### config.mk
export PLATFORM = sky130hd
export DESIGN_NAME = psram_wb_slave
export DESIGN_NICKNAME = d
export VERILOG_FILES = /design/src/source/psram_pkg.sv /design/src/source/psram_wb_slave.sv
export SDC_FILE = /design/constraint.sdc
export NUM_CORES = 1
export LEC_CHECK = 0
export ABC_CLOCK_PERIOD_IN_PS = 2800
export BUFFER_PORTS_ARGS = -buffer_cell sky130_fd_sc_hd__buf_4
export CAP_MARGIN = 20
export CORE_MARGIN = 1.5
export CORE_UTILIZATION = 42
export CTS_BUF_LIST = sky130_fd_sc_hd__clkbuf_8
export CTS_CLUSTER_DIAMETER = 100
export DETAILED_ROUTE_END_ITERATION = 8
export MAX_ROUTING_LAYER = met4
export PLACE_DENSITY = 0.87
export SLEW_MARGIN = 20
export SYNTH_ARGS = -nofsm -noshare
export SYNTH_HDL_FRONTEND = slang
export SYNTH_SLANG_ARGS = --single-unit
### constraint.sdc
create_clock -name clk_i -period 2.8 [get_ports clk_i]
set_input_delay 0.14 -clock clk_i [delete_from_list [all_inputs] [get_ports clk_i]]
set_output_delay 0.14 -clock clk_i [all_outputs]
set_load 0.02 [all_outputs]
### src/source/psram_pkg.sv
// Shared types for the Wishbone to PSRAM bridge
// Request and pin-side structs, controller states and address widths
`default_nettype none

package psram_pkg;

    // Device halfword address width (8M x 16)
    localparam int MEM_ADDR_W = 23;

    // Word address taken from Wishbone adr bits 23..2
    localparam int WORD_ADDR_W = MEM_ADDR_W - 1;

    // One captured Wishbone request
    typedef struct packed {
        logic                   we;
        logic [3:0]             sel;
        logic [WORD_ADDR_W-1:0] word_addr;
        logic [31:0]            wdata;
    } mem_req_t;

    // Device-side outputs of the cycle engine
    // All strobes and byte enables are active low
    typedef struct packed {
        logic [MEM_ADDR_W-1:0] a;
        logic                  cen;
        logic                  oen;
        logic                  wen;
        logic                  ub_n;
        logic                  lb_n;
        logic [15:0]           dq_out;
        // High while the bridge owns the data bus
        logic                  dq_oe;
    } psram_bus_t;

    // Asynchronous halfword cycle states
    typedef enum logic [2:0] {
        // Waiting for a request
        ST_IDLE,
        // Address and byte enables settle, CEN low
        ST_SETUP,
        // OEN or WEN held low
        ST_STROBE,
        // Strobes back high for one cycle
        ST_RECOVER,
        // Request finished, done pulse
        ST_DONE
    } ctrl_state_e;

endpackage

`default_nettype wire

### src/source/psram_wb_slave.sv
// Wishbone classic slave front end for the PSRAM bridge
// Captures one request, waits for the controller, returns a single-cycle ack
`default_nettype none

module psram_wb_slave (
    input  wire                  clk_i,
    input  wire                  rst_n_i,
    // Wishbone classic
    input  wire                  cyc_i,
    input  wire                  stb_i,
    input  wire                  we_i,
    input  wire  [3:0]           sel_i,
    input  wire  [31:0]          adr_i,
    input  wire  [31:0]          dat_i,
    output logic [31:0]          dat_o,
    output logic                 ack_o,
    // Controller side
    input  wire                  req_done_i,
    input  wire  [31:0]          rdata_i,
    output logic                 req_valid_o,
    output psram_pkg::mem_req_t  req_o
);

    import psram_pkg::*;

    typedef enum logic [1:0] {
        SL_IDLE,
        SL_BUSY,
        SL_ACK,
        SL_BLOCK
    } slave_state_e;

    slave_state_e state_q;
    logic         bus_req;

    assign bus_req = cyc_i && stb_i;

    // Handshake sequence
    always_ff @(posedge clk_i) begin
        if (!rst_n_i) begin
            state_q <= SL_IDLE;
        end else begin
            case (state_q)
                SL_IDLE: begin
                    if (bus_req) begin
                        state_q <= SL_BUSY;
                    end
                end
                SL_BUSY: begin
                    if (req_done_i) begin
                        state_q <= SL_ACK;
                    end
                end
                SL_ACK: begin
                    state_q <= SL_BLOCK;
                end
                // Master may still hold stb here, so do not sample it
                SL_BLOCK: begin
                    state_q <= SL_IDLE;
                end
                default: begin
                    state_q <= SL_IDLE;
                end
            endcase
        end
    end

    // Request payload, byte offset of the address dropped
    always_ff @(posedge clk_i) begin
        if (state_q == SL_IDLE && bus_req) begin
            req_o.we        <= we_i;
            req_o.sel       <= sel_i;
            req_o.word_addr <= adr_i[WORD_ADDR_W+1:2];
            req_o.wdata     <= dat_i;
        end
    end

    // Read data is registered together with ack
    always_ff @(posedge clk_i) begin
        if (state_q == SL_BUSY && req_done_i) begin
            dat_o <= rdata_i;
        end
    end

    assign ack_o       = (state_q == SL_ACK);
    assign req_valid_o = (state_q == SL_BUSY);

endmodule

`default_nettype wire

==> results.ini <==
[status]
status=finished clean

[yosys]
synth_most_common_cell=edfxtp_1
syn_area_sq_um=2899
ys_ff_latch=93
netlist_top_cells_area=edfxtp_1, ha_1, dfxtp_1
synthTopCellsByCount=edfxtp_1, ha_1, nand2_1
yosys.area.top_type_share_pct=94.26
synth.avg_cell_area_sq_um=26.35
synthCells=110
synth_fp_nets=220
synth_edf_count=91
yosys.area.top_type=edfxtp_1
ys_seq_area_share_pct=95.64
ys_dominant_reg_cell=edfxtp_1
ys_warn_count=0
yosysUniqueCellTypes=11
ys_async_sr_fraction_pct=0

[timing]
hold_violations=0
fin_ws_ns=0.9137
period_share_pct=67.37
drv_slew=0
clock.fmax_mhz=530.1
min_period_ns=1.886
maxSlewHeadroom_pct=50.15
setup_viol=0
finClkSkew_ns=0.01107
rsz0062_at_grt=false
tightest_slew_ns=0.7477
tns_ns=0

[placed_design]
gp_congestion=0.7433
port_buffers=188
dp_hpwl_um=5817
preCtsSetupSlack_ns=0.9462

[floorplan]
die_w_um=86.08
die_y_um=86.08
boundaryPins=199
core_sq_um=6719
die_area_sq_um=7410
rows=30
initial_core_util_pct=43.15

[critical_path]
crit_arrival_ns=1.92
cp_max_fo=27
critPathKind=flop to flop
crit_path_start_kind=flop
endpoint_kind=flop
worstPathRequired_ns=2.83

[cts]
clk_pin_slew_ns=0.08
clockBufferDepth=2
clock_latency_ns=0.35
cts-htree-levels=3
cts_made_buffers=9
clockRootBuffer=clkbuf_8
clock-sinks=93
cts_tree=done
cts_repair_resize_count=0

[power]
max-vdd-ir-drop_mv=0.3443
p_leak_nw=2.305
powerDensity_nw_per_um2=669.1

[global_routing]
antenna_found_initial=0
overflow=0
grtUsageTotal_pct=30.31
grt_pass1_vias=2505
grt_pass1_wl_um=15120
grt_max_degree=33

[route]
drc_errors=0
ant_nets=0
wirelength_um=10520
vias=2317
vias_per_cell=4.767
drtPass1Iterations=4
wl_per_cell_um=21.64
drtIter0Drc=185

[cells_and_area]
drive_gt1_share_pct=50.99
n_antenna_cell=0
area_delta_synth_final_pct=90.59
nNetsFinal=512
fillers=301

[hold_path]
hold_path_class=input port to flop

[flow_run]
drv_cap=0

==> state kept, by name, indices dropped and copies added (netlist names) <==
register,count
state_q,2
req_o,59
dat_o,32
==> cells by family after synthesis <==
logic type / Yosys count / share of synthesized area [%]
simple gates: 7 / 1.209
buf+inv: 2 / 0.2591
flops: 93 / 95.64
mux: 2 / 0.6906
compound gates: 2 / 0.4746
fa+ha+maj: 4 / 1.726
==> layout by cell type (no fill, tap or decap), types with 2 or more instances in the layout <==
cell and count:
mux2i_1 2, dlygate4sd3_1 91, inv_1 2, nand2_1 4, ha_1 4, dfxtp_1 2, edfxtp_1 91, clkbuf_8 9
buf_4 190
==> worst max-delay path: stages, from the launching register on <==
cell,delay [ns]
dfxtp_1,0.34
inv_1,0.13
ha_1,0.19
and3_2,0.56
buf_4,0.35
==> final timing paths <==
kind | from | end | slack [ns] | cells past startpoint
setup / recovery | state_q[0] | req_o[37] | 0.91 | 4
hold / removal | rst_n_i | state_q[1] | 0.08 | 3
setup reg to reg | state_q[0] | req_o[37] | 0.91 | 4
hold reg to reg | state_q[1] | state_q[1] | 0.49 | 2
==> where the power goes <==
part           total [mW]  switching, mW  internal, mW
Clock               0.877          0.468         0.408
Sequential           1.86         0.0772          1.78
Combinational       0.963          0.531         0.432
Total                3.70           1.08          2.62
==> metrics by stage <==
stage	hold WS (ns)	instances	power, mW	cell area, sq um	utilization [%]
after floorplan	0.2389	110	2.258	2899	-
after global placement	0.3182	380	2.666	4427	65.88
after detailed placement	0.3193	380	2.703	4427	65.88
after CTS	0.06459	486	3.647	5525	82.23
after global routing	0.06571	486	3.838	5525	82.23
final	0.08051	486	3.697	5525	82.23
==> what timing repair did <==
item | in CTS | in global routing
hold buffers | 91 | 0
setup endpoints to repair | 0 | 0
setup buffers | 0 | 0
hold endpoints to repair | 91 | 0
==> final cells by class <==
class	count	area, sq um	share of cell area [%]
clock buffers	9	123.9	2.242
clock inverters	6	63.81	1.155
inverters	2	7.507	0.1359
multi-input cells	15	120.1	2.174
flip-flops and latches	93	2773	50.18
well taps	80	100.1	1.812
repair buffers	281	2337	42.30
==> routing by layer <==
| layer | GRT usage [%] | routed length, um | up-vias | part of all wire, % |
|---|---|---|---|---|
| met5 | - | 0 | - | 0 |
| met4 | 12.17 | 326 | 0 | 3.1 |
| met3 | 9.817 | 989 | 33 | 9.4 |
| met2 | 50.11 | 5365 | 170 | 51 |
| met1 | 34.31 | 3834 | 1097 | 36 |
| li1 | - | - | 1017 | - |
(Power assumes the default switching activity.)
