==> config.mk <==
export PLATFORM = sky130hd
export DESIGN_NAME = psram_ctrl
export DESIGN_NICKNAME = d
export VERILOG_FILES = /design/src/source/psram_pkg.sv /design/src/source/psram_ctrl.sv
export SDC_FILE = /design/constraint.sdc
export NUM_CORES = 1
export LEC_CHECK = 0
export BUFFER_PORTS_ARGS = -buffer_cell sky130_fd_sc_hd__buf_2
export CAP_MARGIN = 25
export CORE_UTILIZATION = 45
export DETAILED_ROUTE_END_ITERATION = 8
export GPL_ROUTABILITY_DRIVEN = 0
export HOLD_SLACK_MARGIN = 0.1
export PLACE_DENSITY = 0.86
export REMOVE_ABC_BUFFERS = 1
export SETUP_SLACK_MARGIN = 0.05
export SYNTH_ARGS = -nofsm -noshare
export SYNTH_HDL_FRONTEND = slang
export SYNTH_SLANG_ARGS = --single-unit
==> constraint.sdc <==
create_clock -name clk_i -period 4.3 [get_ports clk_i]
set_input_delay 0.86 -clock clk_i [delete_from_list [all_inputs] [get_ports clk_i]]
set_output_delay 0.86 -clock clk_i [all_outputs]
set_load 0.01 [all_outputs]
==> src/source/psram_pkg.sv <==
// Shared types for the Wishbone to PSRAM bridge
// Request and pin-side structs, controller states and address widths
`default_nettype none

package psram_pkg;

    // Device halfword address width (8M x 16)
    localparam int MEM_ADDR_W = 23;

    // Word address taken from Wishbone adr bits 23..2
    localparam int WORD_ADDR_W = MEM_ADDR_W - 1;

    // One captured Wishbone request
    typedef struct packed {
        logic                   we;
        logic [3:0]             sel;
        logic [WORD_ADDR_W-1:0] word_addr;
        logic [31:0]            wdata;
    } mem_req_t;

    // Device-side outputs of the cycle engine
    // All strobes and byte enables are active low
    typedef struct packed {
        logic [MEM_ADDR_W-1:0] a;
        logic                  cen;
        logic                  oen;
        logic                  wen;
        logic                  ub_n;
        logic                  lb_n;
        logic [15:0]           dq_out;
        // High while the bridge owns the data bus
        logic                  dq_oe;
    } psram_bus_t;

    // Asynchronous halfword cycle states
    typedef enum logic [2:0] {
        // Waiting for a request
        ST_IDLE,
        // Address and byte enables settle, CEN low
        ST_SETUP,
        // OEN or WEN held low
        ST_STROBE,
        // Strobes back high for one cycle
        ST_RECOVER,
        // Request finished, done pulse
        ST_DONE
    } ctrl_state_e;

endpackage

`default_nettype wire

==> src/source/psram_ctrl.sv <==
// Asynchronous PSRAM cycle engine
// Splits a 32-bit request into one or two 16-bit device cycles
// and times setup, strobe and recovery in clock cycles
`default_nettype none

module psram_ctrl #(
    parameter int T_READ  = 7,
    parameter int T_WRITE = 6
) (
    input  wire                    clk_i,
    input  wire                    rst_n_i,
    // Request from the Wishbone slave
    input  wire                    req_valid_i,
    input  wire psram_pkg::mem_req_t req_i,
    output logic                   req_done_o,
    output logic [31:0]            rdata_o,
    // Device side
    input  wire  [15:0]            rd_dq_i,
    output psram_pkg::psram_bus_t  bus_o
);

    import psram_pkg::*;

    // Counter holds up to the longer strobe minus one
    localparam int T_MAX = (T_READ > T_WRITE) ? T_READ : T_WRITE;
    localparam int CNT_W = (T_MAX > 2) ? $clog2(T_MAX) : 1;

    ctrl_state_e       state_q;
    logic [CNT_W-1:0]  cnt_q;
    // Current halfword, 0 is the low half at the even address
    logic              half_q;
    // Current halfword is the final one of the request
    logic              last_q;

    mem_req_t          req_q;
    logic [31:0]       rdata_q;

    logic              lo_empty;
    logic              hi_empty;
    logic              active;
    logic              strobe_end;
    logic [1:0]        half_sel;

    // A write skips a halfword whose two selects are both zero
    assign lo_empty = req_i.we && (req_i.sel[1:0] == 2'b00);
    assign hi_empty = req_i.we && (req_i.sel[3:2] == 2'b00);

    assign strobe_end = (state_q == ST_STROBE) && (cnt_q == '0);

    // State machine and strobe counter
    always_ff @(posedge clk_i) begin
        if (!rst_n_i) begin
            state_q <= ST_IDLE;
            cnt_q   <= '0;
            half_q  <= 1'b0;
            last_q  <= 1'b0;
        end else begin
            case (state_q)
                ST_IDLE: begin
                    if (req_valid_i) begin
                        if (lo_empty && hi_empty) begin
                            // Nothing to write, finish at once
                            state_q <= ST_DONE;
                        end else begin
                            state_q <= ST_SETUP;
                        end
                        half_q <= lo_empty;
                        last_q <= lo_empty || hi_empty;
                    end
                end
                ST_SETUP: begin
                    if (req_q.we) begin
                        cnt_q <= CNT_W'(T_WRITE - 1);
                    end else begin
                        cnt_q <= CNT_W'(T_READ - 1);
                    end
                    state_q <= ST_STROBE;
                end
                ST_STROBE: begin
                    if (cnt_q == '0) begin
                        state_q <= ST_RECOVER;
                    end else begin
                        cnt_q <= cnt_q - 1'b1;
                    end
                end
                ST_RECOVER: begin
                    if (last_q) begin
                        state_q <= ST_DONE;
                    end else begin
                        // Move on to the odd halfword
                        half_q  <= 1'b1;
                        last_q  <= 1'b1;
                        state_q <= ST_SETUP;
                    end
                end
                ST_DONE: begin
                    state_q <= ST_IDLE;
                end
                default: begin
                    state_q <= ST_IDLE;
                end
            endcase
        end
    end

    // Request copy taken when the engine leaves idle
    always_ff @(posedge clk_i) begin
        if (state_q == ST_IDLE && req_valid_i) begin
            req_q <= req_i;
        end
    end

    // Read data sampled on the last strobe cycle
    always_ff @(posedge clk_i) begin
        if (strobe_end && !req_q.we) begin
            if (half_q) begin
                rdata_q[31:16] <= rd_dq_i;
            end else begin
                rdata_q[15:0] <= rd_dq_i;
            end
        end
    end

    assign active = (state_q == ST_SETUP) ||
                    (state_q == ST_STROBE) ||
                    (state_q == ST_RECOVER);

    // Byte selects of the halfword in flight
    assign half_sel = half_q ? req_q.sel[3:2] : req_q.sel[1:0];

    // Pin side, all from registered state
    always_comb begin
        bus_o.a      = {req_q.word_addr, half_q};
        bus_o.cen    = !active;
        bus_o.oen    = !((state_q == ST_STROBE) && !req_q.we);
        bus_o.wen    = !((state_q == ST_STROBE) && req_q.we);
        bus_o.ub_n   = !(active && half_sel[1]);
        bus_o.lb_n   = !(active && half_sel[0]);
        bus_o.dq_out = half_q ? req_q.wdata[31:16] : req_q.wdata[15:0];
        // Write data held through setup, strobe and recovery
        bus_o.dq_oe  = active && req_q.we;
    end

    assign req_done_o = (state_q == ST_DONE);
    assign rdata_o    = rdata_q;

endmodule

`default_nettype wire

==> metrics <==
status=finished, final reports clean; Row Count=32; slew at the pin closest to its max-slew limit=968 ps; Required @ worst endpoint=3440 ps; Critical Path Source Type=flip-flop; Place WS=1780 ps; vias in the first global route=2112; VDD IR max=340 uV; first-pass GRT wire length=10.3 mm; EDFF count, synth=91; Inserted Diodes=0; Fin. Hold Viols=0; total gr overflow=0; register area share after synthesis=0.791; io pins=156; CTS root buf=clkbuf_8; wire per inst=14.8 microns; clk sinks=99; slack of the critical path=1530 ps; nets@finish=427; synthesis-stage register bit count=99; leading area contributor after synthesis=edfxtp_1; Initial Util=0.469; CP Class=flip-flop to output pin; pin count of the biggest net entering global routing=64; WL final=6.71 mm; endpoints failing setup=0; post_cts resized=0; antenna violations before repair=0; post-route setup TNS=0 ps; post-route ant nets=0; design area=4630 sq um; grt met1 use=0.186; setup repair bufs after CTS=0; Post-Route Skew=8.72 ps; synth cell count leaders=edfxtp_1, buf_4, mux2_2; CTS tree=built; fraction of registers with async set/reset=0; crit path time final=2770 ps; Gate Count Post-Synth=204; clock-pin slew on the worst setup and hold paths=90 ps; Initial DRC Count=75; overall routing resource usage=0.164; IO Port Bufs=155; final slew viol count=0; Post-DP Area=4400 sq um; Pleak=1.86 nW; share of the synthesized area in the top cell type=0.747; htree depth=3; Netlist cell types=30; vias per cell=4.65; Max Root-Sink Buffers=2; GR Util met2=0.283; Syn-to-layout area delta=26.6%; synthesized area=3660 sq um; Slew Limit Headroom=0.354; die width=92.2 microns; Setup crit end kind=output pin; peak fanout along the critical path=21; yosys warns=0; Worst EP arrival=1910 ps; layout cells sized above 1=0.556; M3 GR Usage=0.0522; Chip Height=92.2 microns; Synth Flop Type=edfxtp_1; RSZ-0062 raised after global routing=no; pwr/cell area=524 nW/um^2; Final Cycle Share=0.643; DP HPWL=4.84 mm; first-pass detailed-route iteration total=4; Max Fclk=361 MHz; CTS Buf Count=9; leading post-synthesis cells by cell area=edfxtp_1, mux2_2, buf_4; Post-Syn Area per Cell=17.9 sq um; count leader, synth=edfxtp_1; maxcap violations=0; Worst Hold Class=flip-flop to flip-flop; gr busiest metal=met2; die area=8490 sq um; area of the core=7810 sq um; Clock Latency Late Sink=350 ps; vias=2105; hold buffers post-CTS=0; DRC violations left=0
-- power breakdown --
group | leakage [nW] | internal [mW] | switching [mW]
registers | 0.917 | 1.21 | 0.0655
clock network | 0.118 | 0.386 | 0.304
logic | 0.825 | 0.205 | 0.252
total | 1.86 | 1.81 | 0.622
-- cells in the final DEF, fill, tap and decap left out, types with 3 or more instances in the layout --
cell	n
a21oi_1	4
nor2_1	11
inv_1	7
buf_2	155
edfxtp_1	91
clkbuf_8	9
buf_4	3
mux2_2	18
nand2_1	9
dfxtp_1	8
bufinv_16	3
nand2b_1	4
-- per-layer routing --
layer,part of all wire,vias up
li1,-,1019
met1,0.40,989
met2,0.52,81
met3,0.050,16
met4,0.027,0
met5,0,-
-- path summary, 6_finish.rpt --
path              start         end  slack [ps]  cells past startpoint
max              half_q   bus_o[17]        1530                      3
min              last_q  state_q[2]         520                      2
max reg2reg  state_q[2]      half_q        2300                      5
min reg2reg      last_q  state_q[2]         520                      2
-- metrics by stage --
stage          power, mW  hold slack [ps]  instances   util
3_5_place_dp        1.77              506        438  0.563
3_3_place_gp        1.74              495        438  0.563
6_report            2.43              515        453  0.593
2_1_floorplan       1.57              463        178      -
4_1_cts             2.45              522        453  0.593
5_1_grt             2.55              555        453  0.593
-- kinds of logic after synthesis --
group / synth area share
multiplexers: 0.0609
buffers and inverters: 0.0588
adder cells (fa/ha/maj): 0.00684
AO/OA/AOI/OAI: 0.0308
AND/OR/NAND/NOR: 0.0520
flip-flops: 0.791
-- sequential cells by signal (all words and copies together) (netlist names) --
signal,flops
req_q,37
rdata_o,32
bus_o,22
cnt_q,3
state_q,3
half_q,1
last_q,1
-- final cells by class --
class,count,area [sq um]
Clock buffer,9,124
Clock inverter,6,111
Fill cell,623,3180
Inverter,7,26.3
Multi-Input combinational cell,72,551
Sequential cell,99,2890
Tap cell,102,128
Timing Repair Buffer,158,798
-- critical path, cell delays in order, from the launching register on --
cell and delay [ps]:
dfxtp_1 960, mux2_2 420, nand2_1 60, buf_2 120
No activity file was read; power rests on OpenSTA's default activity.
